## src/source/ooo_pkg.sv

```systemverilog
package ooo_pkg;

    localparam int rob_depth = 16;
    localparam int tag_w     = 4;
    localparam int reg_w     = 5;
    localparam int reg_count = 32;
    localparam int data_w    = 32;
    localparam int addr_w    = 32;

    typedef logic [tag_w-1:0]          tag_t;
    typedef logic [reg_w-1:0]          reg_idx_t;
    typedef logic [data_w-1:0]         data_t;
    typedef logic [addr_w-1:0]         addr_t;
    typedef logic [$clog2(rob_depth):0] count_t; // 0..rob_depth

    typedef struct packed {
        logic     valid;
        reg_idx_t rd;
        logic     is_store;
        logic     pred_taken;
    } alloc_req_t;

    typedef struct packed {
        logic  valid;
        tag_t  tag;
        data_t data;
        logic  taken;  // resolved branch direction
        addr_t target;
    } wb_t;

    typedef struct packed {
        logic     valid;
        reg_idx_t rd;   // 0 for stores
        tag_t     tag;
        data_t    data;
    } commit_t;

    typedef struct packed {
        logic valid;
        tag_t tag;
    } store_rel_t;

    typedef struct packed {
        logic  valid;
        addr_t pc;
    } redirect_t;

    typedef struct packed {
        logic  ready;
        tag_t  tag;
        data_t value;
    } operand_t;

endpackage

```

## src/source/arch_regfile.sv

```systemverilog
module arch_regfile (
    input  logic              clk,
    input  logic              rst,
    input  ooo_pkg::commit_t  commit,
    input  ooo_pkg::reg_idx_t rs1,
    input  ooo_pkg::reg_idx_t rs2,
    output ooo_pkg::data_t    rd1,
    output ooo_pkg::data_t    rd2
);

    // x0 has no storage
    ooo_pkg::data_t regs [1:ooo_pkg::reg_count-1];

    always_ff @(posedge clk) begin
        if (rst) begin
            for (int i = 1; i < ooo_pkg::reg_count; i++) begin
                regs[i] <= '0;
            end
        end else if (commit.valid && commit.rd != '0) begin
            regs[commit.rd] <= commit.data;
        end
    end

    // no write bypass, the rob forwards until the write lands
    always_comb begin
        rd1 = '0;
        rd2 = '0;
        if (rs1 != '0) begin
            rd1 = regs[rs1];
        end
        if (rs2 != '0) begin
            rd2 = regs[rs2];
        end
    end

endmodule

```

## src/source/rename_table.sv

```systemverilog
module rename_table (
    input  logic              clk,
    input  logic              rst,
    input  logic              accept,
    input  ooo_pkg::reg_idx_t accept_rd,
    input  ooo_pkg::tag_t     accept_tag,
    input  ooo_pkg::commit_t  commit,
    input  logic              flush,
    input  ooo_pkg::reg_idx_t rs1,
    input  ooo_pkg::reg_idx_t rs2,
    output logic              busy1,
    output logic              busy2,
    output ooo_pkg::tag_t     tag1,
    output ooo_pkg::tag_t     tag2
);

    logic [ooo_pkg::reg_count-1:0] busy;
    ooo_pkg::tag_t                 producer [ooo_pkg::reg_count];

    logic commit_match;

    // only the latest producer may release the register
    assign commit_match = commit.valid && commit.rd != '0 &&
                          producer[commit.rd] == commit.tag;

    always_ff @(posedge clk) begin
        if (rst || flush) begin
            busy <= '0;
        end else begin
            if (commit_match) begin
                busy[commit.rd] <= 1'b0;
            end
            // later assignment, so allocation wins on the same rd
            if (accept && accept_rd != '0) begin
                busy[accept_rd] <= 1'b1;
            end
        end
    end

    always_ff @(posedge clk) begin
        if (accept && accept_rd != '0) begin
            producer[accept_rd] <= accept_tag;
        end
    end

    assign busy1 = busy[rs1];
    assign busy2 = busy[rs2];
    assign tag1  = producer[rs1];
    assign tag2  = producer[rs2];

endmodule

```

## src/source/reorder_buffer.sv

```systemverilog
module reorder_buffer (
    input  logic                 clk,
    input  logic                 rst,
    input  ooo_pkg::alloc_req_t  alloc,
    output ooo_pkg::tag_t        alloc_tag,
    output logic                 alloc_full,
    output logic                 accept,
    input  ooo_pkg::wb_t         wb,
    input  logic                 store_ack,
    input  ooo_pkg::tag_t        store_ack_tag,
    output ooo_pkg::store_rel_t  store_rel,
    output ooo_pkg::commit_t     commit,
    output ooo_pkg::redirect_t   redirect,
    output logic                 flush,
    input  ooo_pkg::tag_t        q1_tag,
    input  ooo_pkg::tag_t        q2_tag,
    output logic                 q1_done,
    output logic                 q2_done,
    output ooo_pkg::data_t       q1_value,
    output ooo_pkg::data_t       q2_value
);

    // per-entry control bits
    logic [ooo_pkg::rob_depth-1:0] occupied;
    logic [ooo_pkg::rob_depth-1:0] done;
    logic [ooo_pkg::rob_depth-1:0] store_released;

    // per-entry payload
    logic [ooo_pkg::rob_depth-1:0] is_store;
    logic [ooo_pkg::rob_depth-1:0] pred_taken;
    logic [ooo_pkg::rob_depth-1:0] taken;
    ooo_pkg::reg_idx_t             rd_q     [ooo_pkg::rob_depth];
    ooo_pkg::data_t                data_q   [ooo_pkg::rob_depth];
    ooo_pkg::addr_t                target_q [ooo_pkg::rob_depth];

    ooo_pkg::tag_t   head;
    ooo_pkg::tag_t   tail;
    ooo_pkg::count_t count;

    logic head_valid;
    logic head_release;
    logic head_retire;

    function automatic ooo_pkg::tag_t next_ptr(input ooo_pkg::tag_t p);
        return (p == ooo_pkg::tag_t'(ooo_pkg::rob_depth - 1)) ? '0 : p + 1'b1;
    endfunction

    assign alloc_tag  = tail;
    assign alloc_full = (count == ooo_pkg::count_t'(ooo_pkg::rob_depth));
    assign accept     = alloc.valid && !alloc_full && !flush;

    assign head_valid   = occupied[head];
    assign head_release = head_valid && is_store[head] && !store_released[head];
    assign head_retire  = head_valid && done[head] && !head_release;
    // mispredict at head, stores carry no branch outcome
    assign flush        = head_retire && !is_store[head] &&
                          (taken[head] != pred_taken[head]);

    always_ff @(posedge clk) begin
        if (rst) begin
            head            <= '0;
            tail            <= '0;
            count           <= '0;
            occupied        <= '0;
            done            <= '0;
            store_released  <= '0;
            commit.valid    <= 1'b0;
            store_rel.valid <= 1'b0;
            redirect.valid  <= 1'b0;
        end else begin
            commit.valid    <= head_retire;
            store_rel.valid <= head_release;
            redirect.valid  <= flush;
            if (flush) begin
                head           <= '0;
                tail           <= '0;
                count          <= '0;
                occupied       <= '0;
                done           <= '0;
                store_released <= '0;
            end else begin
                if (accept) begin
                    occupied[tail]       <= 1'b1;
                    done[tail]           <= 1'b0;
                    store_released[tail] <= 1'b0;
                    tail                 <= next_ptr(tail);
                end
                if (wb.valid) begin
                    done[wb.tag] <= 1'b1;
                end
                if (store_ack) begin
                    done[store_ack_tag] <= 1'b1;
                end
                if (head_release) begin
                    store_released[head] <= 1'b1;
                end
                // done stays set so the value forwards until the rf write
                if (head_retire) begin
                    occupied[head] <= 1'b0;
                    head           <= next_ptr(head);
                end
                count <= count + ooo_pkg::count_t'(accept)
                               - ooo_pkg::count_t'(head_retire);
            end
        end
    end

    always_ff @(posedge clk) begin
        if (accept) begin
            rd_q[tail]       <= alloc.rd;
            is_store[tail]   <= alloc.is_store;
            pred_taken[tail] <= alloc.pred_taken;
            data_q[tail]     <= '0;
        end
        if (wb.valid) begin
            data_q[wb.tag]   <= wb.data;
            taken[wb.tag]    <= wb.taken;
            target_q[wb.tag] <= wb.target;
        end
    end

    // head snapshot, qualified by the valids above
    always_ff @(posedge clk) begin
        commit.rd     <= is_store[head] ? '0 : rd_q[head];
        commit.tag    <= head;
        commit.data   <= data_q[head];
        store_rel.tag <= head;
        redirect.pc   <= target_q[head];
    end

    assign q1_done  = done[q1_tag];
    assign q2_done  = done[q2_tag];
    assign q1_value = data_q[q1_tag];
    assign q2_value = data_q[q2_tag];

endmodule

```

## src/source/operand_resolve.sv

```systemverilog
module operand_resolve (
    input  logic              busy,
    input  ooo_pkg::tag_t     tag,
    input  ooo_pkg::data_t    rf_value,
    input  logic              rob_done,
    input  ooo_pkg::data_t    rob_value,
    output ooo_pkg::operand_t op
);

    always_comb begin
        op.ready = 1'b1;
        op.tag   = '0;
        op.value = rf_value;
        if (busy) begin
            if (rob_done) begin
                op.value = rob_value; // forwarded, not yet in the rf
            end else begin
                op.ready = 1'b0;
                op.tag   = tag;
                op.value = '0;
            end
        end
    end

endmodule

```

## src/source/ooo_backend.sv

```systemverilog
module ooo_backend (
    input  logic                 clk,
    input  logic                 rst,
    input  ooo_pkg::alloc_req_t  alloc,
    input  ooo_pkg::reg_idx_t    rs1,
    input  ooo_pkg::reg_idx_t    rs2,
    input  ooo_pkg::wb_t         wb,
    input  logic                 store_ack,
    input  ooo_pkg::tag_t        store_ack_tag,
    output ooo_pkg::tag_t        alloc_tag,
    output logic                 alloc_full,
    output ooo_pkg::operand_t    op1,
    output ooo_pkg::operand_t    op2,
    output ooo_pkg::commit_t     commit,
    output ooo_pkg::store_rel_t  store_rel,
    output ooo_pkg::redirect_t   redirect
);

    logic              accept;
    logic              flush;
    ooo_pkg::reg_idx_t accept_rd;
    ooo_pkg::data_t    rf1;
    ooo_pkg::data_t    rf2;
    logic              busy1;
    logic              busy2;
    ooo_pkg::tag_t     tag1;
    ooo_pkg::tag_t     tag2;
    logic              q1_done;
    logic              q2_done;
    ooo_pkg::data_t    q1_value;
    ooo_pkg::data_t    q2_value;

    // stores never own a register
    assign accept_rd = alloc.is_store ? '0 : alloc.rd;

    arch_regfile u_regfile (
        .clk    (clk),
        .rst    (rst),
        .commit (commit),
        .rs1    (rs1),
        .rs2    (rs2),
        .rd1    (rf1),
        .rd2    (rf2)
    );

    rename_table u_rename (
        .clk        (clk),
        .rst        (rst),
        .accept     (accept),
        .accept_rd  (accept_rd),
        .accept_tag (alloc_tag),
        .commit     (commit),
        .flush      (flush),
        .rs1        (rs1),
        .rs2        (rs2),
        .busy1      (busy1),
        .busy2      (busy2),
        .tag1       (tag1),
        .tag2       (tag2)
    );

    reorder_buffer u_rob (
        .clk           (clk),
        .rst           (rst),
        .alloc         (alloc),
        .alloc_tag     (alloc_tag),
        .alloc_full    (alloc_full),
        .accept        (accept),
        .wb            (wb),
        .store_ack     (store_ack),
        .store_ack_tag (store_ack_tag),
        .store_rel     (store_rel),
        .commit        (commit),
        .redirect      (redirect),
        .flush         (flush),
        .q1_tag        (tag1),
        .q2_tag        (tag2),
        .q1_done       (q1_done),
        .q2_done       (q2_done),
        .q1_value      (q1_value),
        .q2_value      (q2_value)
    );

    operand_resolve u_op1 (
        .busy      (busy1),
        .tag       (tag1),
        .rf_value  (rf1),
        .rob_done  (q1_done),
        .rob_value (q1_value),
        .op        (op1)
    );

    operand_resolve u_op2 (
        .busy      (busy2),
        .tag       (tag2),
        .rf_value  (rf2),
        .rob_done  (q2_done),
        .rob_value (q2_value),
        .op        (op2)
    );

endmodule

```

## config.mk

```make
export PLATFORM = sky130hd
export DESIGN_NAME = ooo_backend
export DESIGN_NICKNAME = d
export VERILOG_FILES = /design/src/source/ooo_pkg.sv /design/src/source/arch_regfile.sv /design/src/source/rename_table.sv /design/src/source/reorder_buffer.sv /design/src/source/operand_resolve.sv /design/src/source/ooo_backend.sv
export SDC_FILE = /design/constraint.sdc
export NUM_CORES = 2
export LEC_CHECK = 0
export BUFFER_PORTS_ARGS = -buffer_cell sky130_fd_sc_hd__buf_2
export CAP_MARGIN = 20
export CORE_ASPECT_RATIO = 1.5
export CORE_MARGIN = 10
export CORE_UTILIZATION = 30
export DETAILED_ROUTE_END_ITERATION = 6
export SETUP_SLACK_MARGIN = 0.15
export SYNTH_ARGS = -nofsm -noshare
export SYNTH_HDL_FRONTEND = slang
export SYNTH_SLANG_ARGS = --single-unit
```

## constraint.sdc

```tcl
create_clock -name clk -period 4.6 [get_ports clk]
set_input_delay 0.46 -clock clk [delete_from_list [all_inputs] [get_ports clk]]
set_output_delay 0.46 -clock clk [all_outputs]
set_load 0.005 [all_outputs]
```

## Word-level counts from Yosys, hierarchy flattened

Memories as Yosys holds them, arrays and structs flattened. A register that Yosys moved wholly into a read port is not among the register bits.
Cells that the tools add are included.

| storage, ports and cells | value |
|---|---|
| register bits after elaboration | 148 |
| RAM bits | 2224 |
| input bits | 95 |
| output and inout bits | 159 |
| logic and storage cells | 163 |
| memories | 5 |

| operators by class | value |
|---|---|
| add/sub/neg operators | 4 |
| $lt $le $gt $ge | 16 |
| eq/ne operators | 5 |
| muxes and demuxes | 78 |
| bitwise logic cells | 12 |
| reductions and logical operators | 29 |

Memories:

| name | words | bits a word | read ports | clocked after Yosys merged registers in | write ports | RTL line | source |
|---|---|---|---|---|---|---|---|
| u_regfile.regs | 31 | 32 | 2 | 0 | 31 | arch_regfile.sv:12 | `ooo_pkg::data_t regs [1:ooo_pkg::reg_count-1];` |
| u_rob.data_q | 16 | 32 | 3 | 1 | 2 | reorder_buffer.sv:33 | `ooo_pkg::data_t data_q [ooo_pkg::rob_depth];` |
| u_rob.target_q | 16 | 32 | 1 | 1 | 1 | reorder_buffer.sv:34 | `ooo_pkg::addr_t target_q [ooo_pkg::rob_depth];` |
| u_rename.producer | 32 | 4 | 3 | 0 | 1 | rename_table.sv:18 | `ooo_pkg::tag_t producer [ooo_pkg::reg_count];` |
| u_rob.rd_q | 16 | 5 | 1 | 1 | 1 | reorder_buffer.sv:32 | `ooo_pkg::reg_idx_t rd_q [ooo_pkg::rob_depth];` |

Operators with widths:

| kind | number |
|---|---|
| two-way mux 32 bit | 8 |
| two-way mux 16 bit | 15 |
| two-way mux 37 bit | 2 |
| bitwise OR 16 bit | 4 |
| bitwise AND 16 bit | 3 |
| bitwise mux 16 bit | 3 |
| bitwise AND 32 bit | 1 |
| binary-select mux 1 bit (select 4 bit) | 8 |
| NOT 16 bit | 2 |
| NOT 32 bit | 1 |
| bitwise OR 32 bit | 1 |
| OR reduction 32 bit | 1 |
| less-than comparator 4 x 5 -> 1 bit, second input constant | 6 |
| two-way mux 1 bit | 28 |
| less-than comparator 5 x 6 -> 1 bit, second input constant | 4 |
| two-way mux 5 bit | 4 |
| nonzero test 5 bit | 4 |
| logical AND 1 bit | 17 |
| demux 1 bit (select 4 bit) | 4 |
| >= comparator 4 x 1 -> 1 bit, second input constant | 4 |
| binary-select mux 1 bit (select 5 bit) | 2 |
| demux 1 bit (select 5 bit) | 2 |
| >= comparator 5 x 1 -> 1 bit, second input constant | 2 |
| adder 4 x 1 -> 4 bit, second input constant | 2 |
| other kinds (10) | 16 |

## Depth between registers and ports, before layout

| depth | value |
|---|---|
| depth after elaboration | 19 |
| gate-level depth with buffers | 19 |
| depth with buffers taken out | 15 |

## Modules after synthesis

Synthesis repeated with hierarchy kept, for this count alone.

| second synthesis, totals | value |
|---|---|
| cell total of the unflattened synthesis | 7273 |
| area total of the unflattened synthesis | 123428.4 µm² |

Modules (own cells, without submodules):

| module | instances | cells each | area each (µm²) | sequential area each (µm²) |
|---|---|---|---|---|
| reorder_buffer | 1 | 3070 | 59331.9 | 37335.8 |
| arch_regfile | 1 | 3500 | 54217.0 | 30749.5 |
| rename_table | 1 | 604 | 9039.9 | 4484.3 |
| operand_resolve | 2 | 47 | 404.1 | 0.0 |
| ooo_backend | 1 | 5 | 31.3 | 0.0 |

## Worst setup path after synthesis

No wires, ideal clock.

| path | value |
|---|---|
| kind | reg-to-reg |
| start | register u_rob.head[1] |
| end | memory u_rob.data_q[15][0] (netlist bit) (enable) |
| library setup time | 0.658 ns |
| arrival | 3.694 ns |
| data required time | 3.942 ns |
| setup slack | 0.248 ns |
| cell stages (with the launch flop) | 13 |
| path buffers | 4 |
| period minus slack after synthesis | 4.352 ns |
| cell sequence | dfxtp_1 -> clkbuf_1 -> buf_1 -> mux4_2 -> mux4_2 -> xnor2_1 -> nor2_1 -> nand2_1 -> and3b_1 -> buf_4 -> buf_6 -> nand3_1 -> o21ai_0 |

RTL lines:

| item | RTL line | source |
|---|---|---|
| start, declared | reorder_buffer.sv:36 | `ooo_pkg::tag_t head;` |
| start signal, assigned | reorder_buffer.sv:100 | `head <= next_ptr(head);` |
| end, declared | reorder_buffer.sv:33 |  |

==> results_dict.tcl <==
set metrics [dict create \
    finalClockSkew_ps 147 \
    arrival_ps 4460 \
    fin_ws_ps -322 \
    htreeDepth 4 \
    startpoint "u_rename.producer[30][2]" \
    wl_met3_mm 41.4 \
    p_total_w 0.0550 \
    vias 79400 \
    start_util_pct 30.2 \
    maxCapViolations 0 \
    drive_gt1_share_pct 32.6 \
    design_area_um2 148000 \
    drt-pass1-iter-count 5 \
    yosys_warnings 0 \
    fin_crit_sh_pct 107 \
    placed_area_um2 136000 \
    synth_flop_cell "edfxtp_1" \
    setup.worst_path.class "register to output pin" \
    vias_per_cell 5.65 \
    ant_nets 0 \
    hold_violations 0 \
    netlist.area_leader.share_pct 55.1 \
    grt_use_total_pct 20.4 \
    r2r-start "u_rob.head[0]" \
    hpwl_mm 285 \
    powerDensity_nw_per_um2 370 \
    rr_worst_depth 12 \
    numCtsBuffers 244 \
    min_period_ps 4920 \
    max_slew_margin_pct 22.1 \
    die_h_um 812 \
    rsz0062_at_grt "true" \
    core_um2 416000 \
    irDropWorstVdd_mv 0.366 \
    avgSynthCellArea_um2 16.0 \
    synth.area.top_cells "edfxtp_1 55%, mux4_2 20%, and2_1 7.6%" \
    min_from "wb[58]" \
    synth_edf_count 2304 \
    area_growth_pct 18.3 \
    async_flop_share_pct 0 \
    gp_congestion 0.886 \
    finalNetCount 8345 \
    reg2reg_slack_ps 430 \
    cp.required_ps 4140 \
    numPortBuffers 253 \
    fmax_mhz 203 \
    finalSetupViolCount 59 \
    holdPathEnd "u_rob.data_q[13][25]" \
    start_kind "register" \
    grt_overflow 0 \
    grt_pass1_vias 81600 \
    p_leak_nw 50.4 \
    holdWs_ps 33.2 \
    synthesis.area_um2 126000 \
    clk_pin_slew_ps 70 \
    syn_inst 7821 \
    die-area_um2 445000 \
    hold_path_depth 2 \
    r2r-end "u_rob.data_q[1][15]" \
    synth-seq-cells 2473 \
    status "finished, violations left" \
    synthDistinctLibCells 71 \
    num_rows 290 \
    wl_per_cell_um 33.5 \
    routed_wl_mm 470 \
    cts_buffer_depth 4 \
    critPathMaxFanout 6 \
    routed-wl-met2_mm 222 \
    cts_root_buffer "clkbuf_16" \
    cp-end-kind "output pin" \
    insertion_delay_ps 980 \
    synth-seq-area-share_pct 57.8 \
    drc 0 \
    violations "setup timing" \
    place_ws_ps -386 \
    fillers 38900 \
    clock_sinks 2473 \
    ios 254 \
    top_layer "met5" \
    grt_pass1_wl_mm 651 \
    final_max_slew_viol_count 0 \
    yosysTopAreaCell "edfxtp_1" \
    antenna_found_initial 83 \
    drt-met1-wl_mm 167 \
    grt_start_max_net_pins 141 \
    first_iter_violations 10100 \
    holdCritPathClass "primary input to register" \
    worstMarginPinSlew_ps 1160 \
    cts_tree "built" \
    dieWidth_um 548 \
]
critical path, cell delays in order, from the launching register on:
cell      delay [ps]
edfxtp_1         450
mux4_2           490
o22ai_1          160
nor2_1            70
or4_4            670
buf_6            170
mux2i_1          150
mux4_2           360
nand2_8          110
buf_12           160
buf_16           170
o32ai_4          400
buf_2            210
metal layers:
layer	GRT usage, %	vias to the layer above
li1	-	31500
met1	24.5	41700
met2	33.2	4788
met3	3.90	1299
met4	13.8	38
met5	0	-
cells in the mapped netlist, drive strengths merged (9+ instances only):
cell type	number
edfxtp	2304
and2	1516
mux4	1095
mux2i	559
clkbuf	495
buf	239
mux2	221
nor2	216
dfxtp	169
nand2	168
a211oi	110
a21oi	84
o21ai	82
inv	56
o211ai	54
o32ai	50
o211a	41
nand3	39
or2	35
nor2b	31
a22oi	29
o21a	21
o22ai	17
a32o	16
nand2b	15
nand4	15
o221a	15
a221oi	14
ha	14
and3	12
nor3	12
a211o	10
nor3b	9
cell type report:
class                           count  area [µm²]  share of cell area [%]
Sequential cell                  2473       72600                    48.9
Tap cell                         5548        6940                    4.68
Clock inverter                    125        1420                   0.956
Timing Repair Buffer              867        8860                    5.97
Inverter                           56         216                   0.146
Multi-Input combinational cell   4593       51600                    34.7
Clock buffer                      329        6740                    4.54
Antenna cell                       47         118                  0.0792
power breakdown:
group / switching, W / internal, W / total, W
registers: 0.000566 / 0.0253 / 0.0259
clock network: 0.00904 / 0.0118 / 0.0209
logic: 0.00492 / 0.00336 / 0.00828
worst max path at each step:
stage / end / slack [ps] / cells after the start
CTS: op2[26] / -400 / 13
global placement: op2[26] / -490 / 14
global route: op2[22] / -390 / 12
detailed placement: op2[26] / -390 / 14
floorplan: u_rob.data_q[15][0] / 250 / 12
finish: op2[31] / -320 / 12
timing repair:
action	4_1_cts	5_1_grt
buffers inserted	54	19
resized for setup	287	101
endpoints found under the hold margin	738	0
gates cloned	30	2
setup endpoints to repair	71	142
pin swaps	70	37
hold buffers	57	0
state kept, by name, indices dropped and copies added (netlist names), 32 cells and up:
name	count
u_rename.producer	128
u_rob.data_q	512
u_rob.commit	38
u_rob.redirect	33
u_rename.busy	32
u_rob.rd_q	80
u_regfile.regs	1024
u_rob.target_q	512
cell usage in the layout (no fill, tap or decap), drive strengths merged, types with 84 or more instances in the layout:
cell and count:
mux2 221, a21oi 84, mux2i 559, a211oi 110, buf 795, edfxtp 2304, mux4 1095, and2 1516
dfxtp 169, nor2 216, clkbuf 332, nand2 168
per-stage QoR:
step	TNS [ps]	utilization [%]	std cells
after global placement	-2070	32.6	13400
after global routing	-15980	35.7	14000
after floorplan	0	-	7856
final	-9450	35.7	14000
after detailed placement	-1800	32.6	13400
after CTS	-12400	35.4	14000
cells by family (layout without fill, tap and decap cells):
kind of cell    count (synthesis)  after routing  synth area share, %
compound gates                562            562                 3.41
xor+xnor                       13             13               0.0907
fa+ha+maj                      15             15                0.156
buf+inv                       790           1377                 2.72
flops                        2473           2473                 57.8
mux                          1875           1875                 26.1
other cells                     1             83              0.00299
simple gates                 2092           2092                 9.71
No activity file was read; power rests on OpenSTA's default activity.
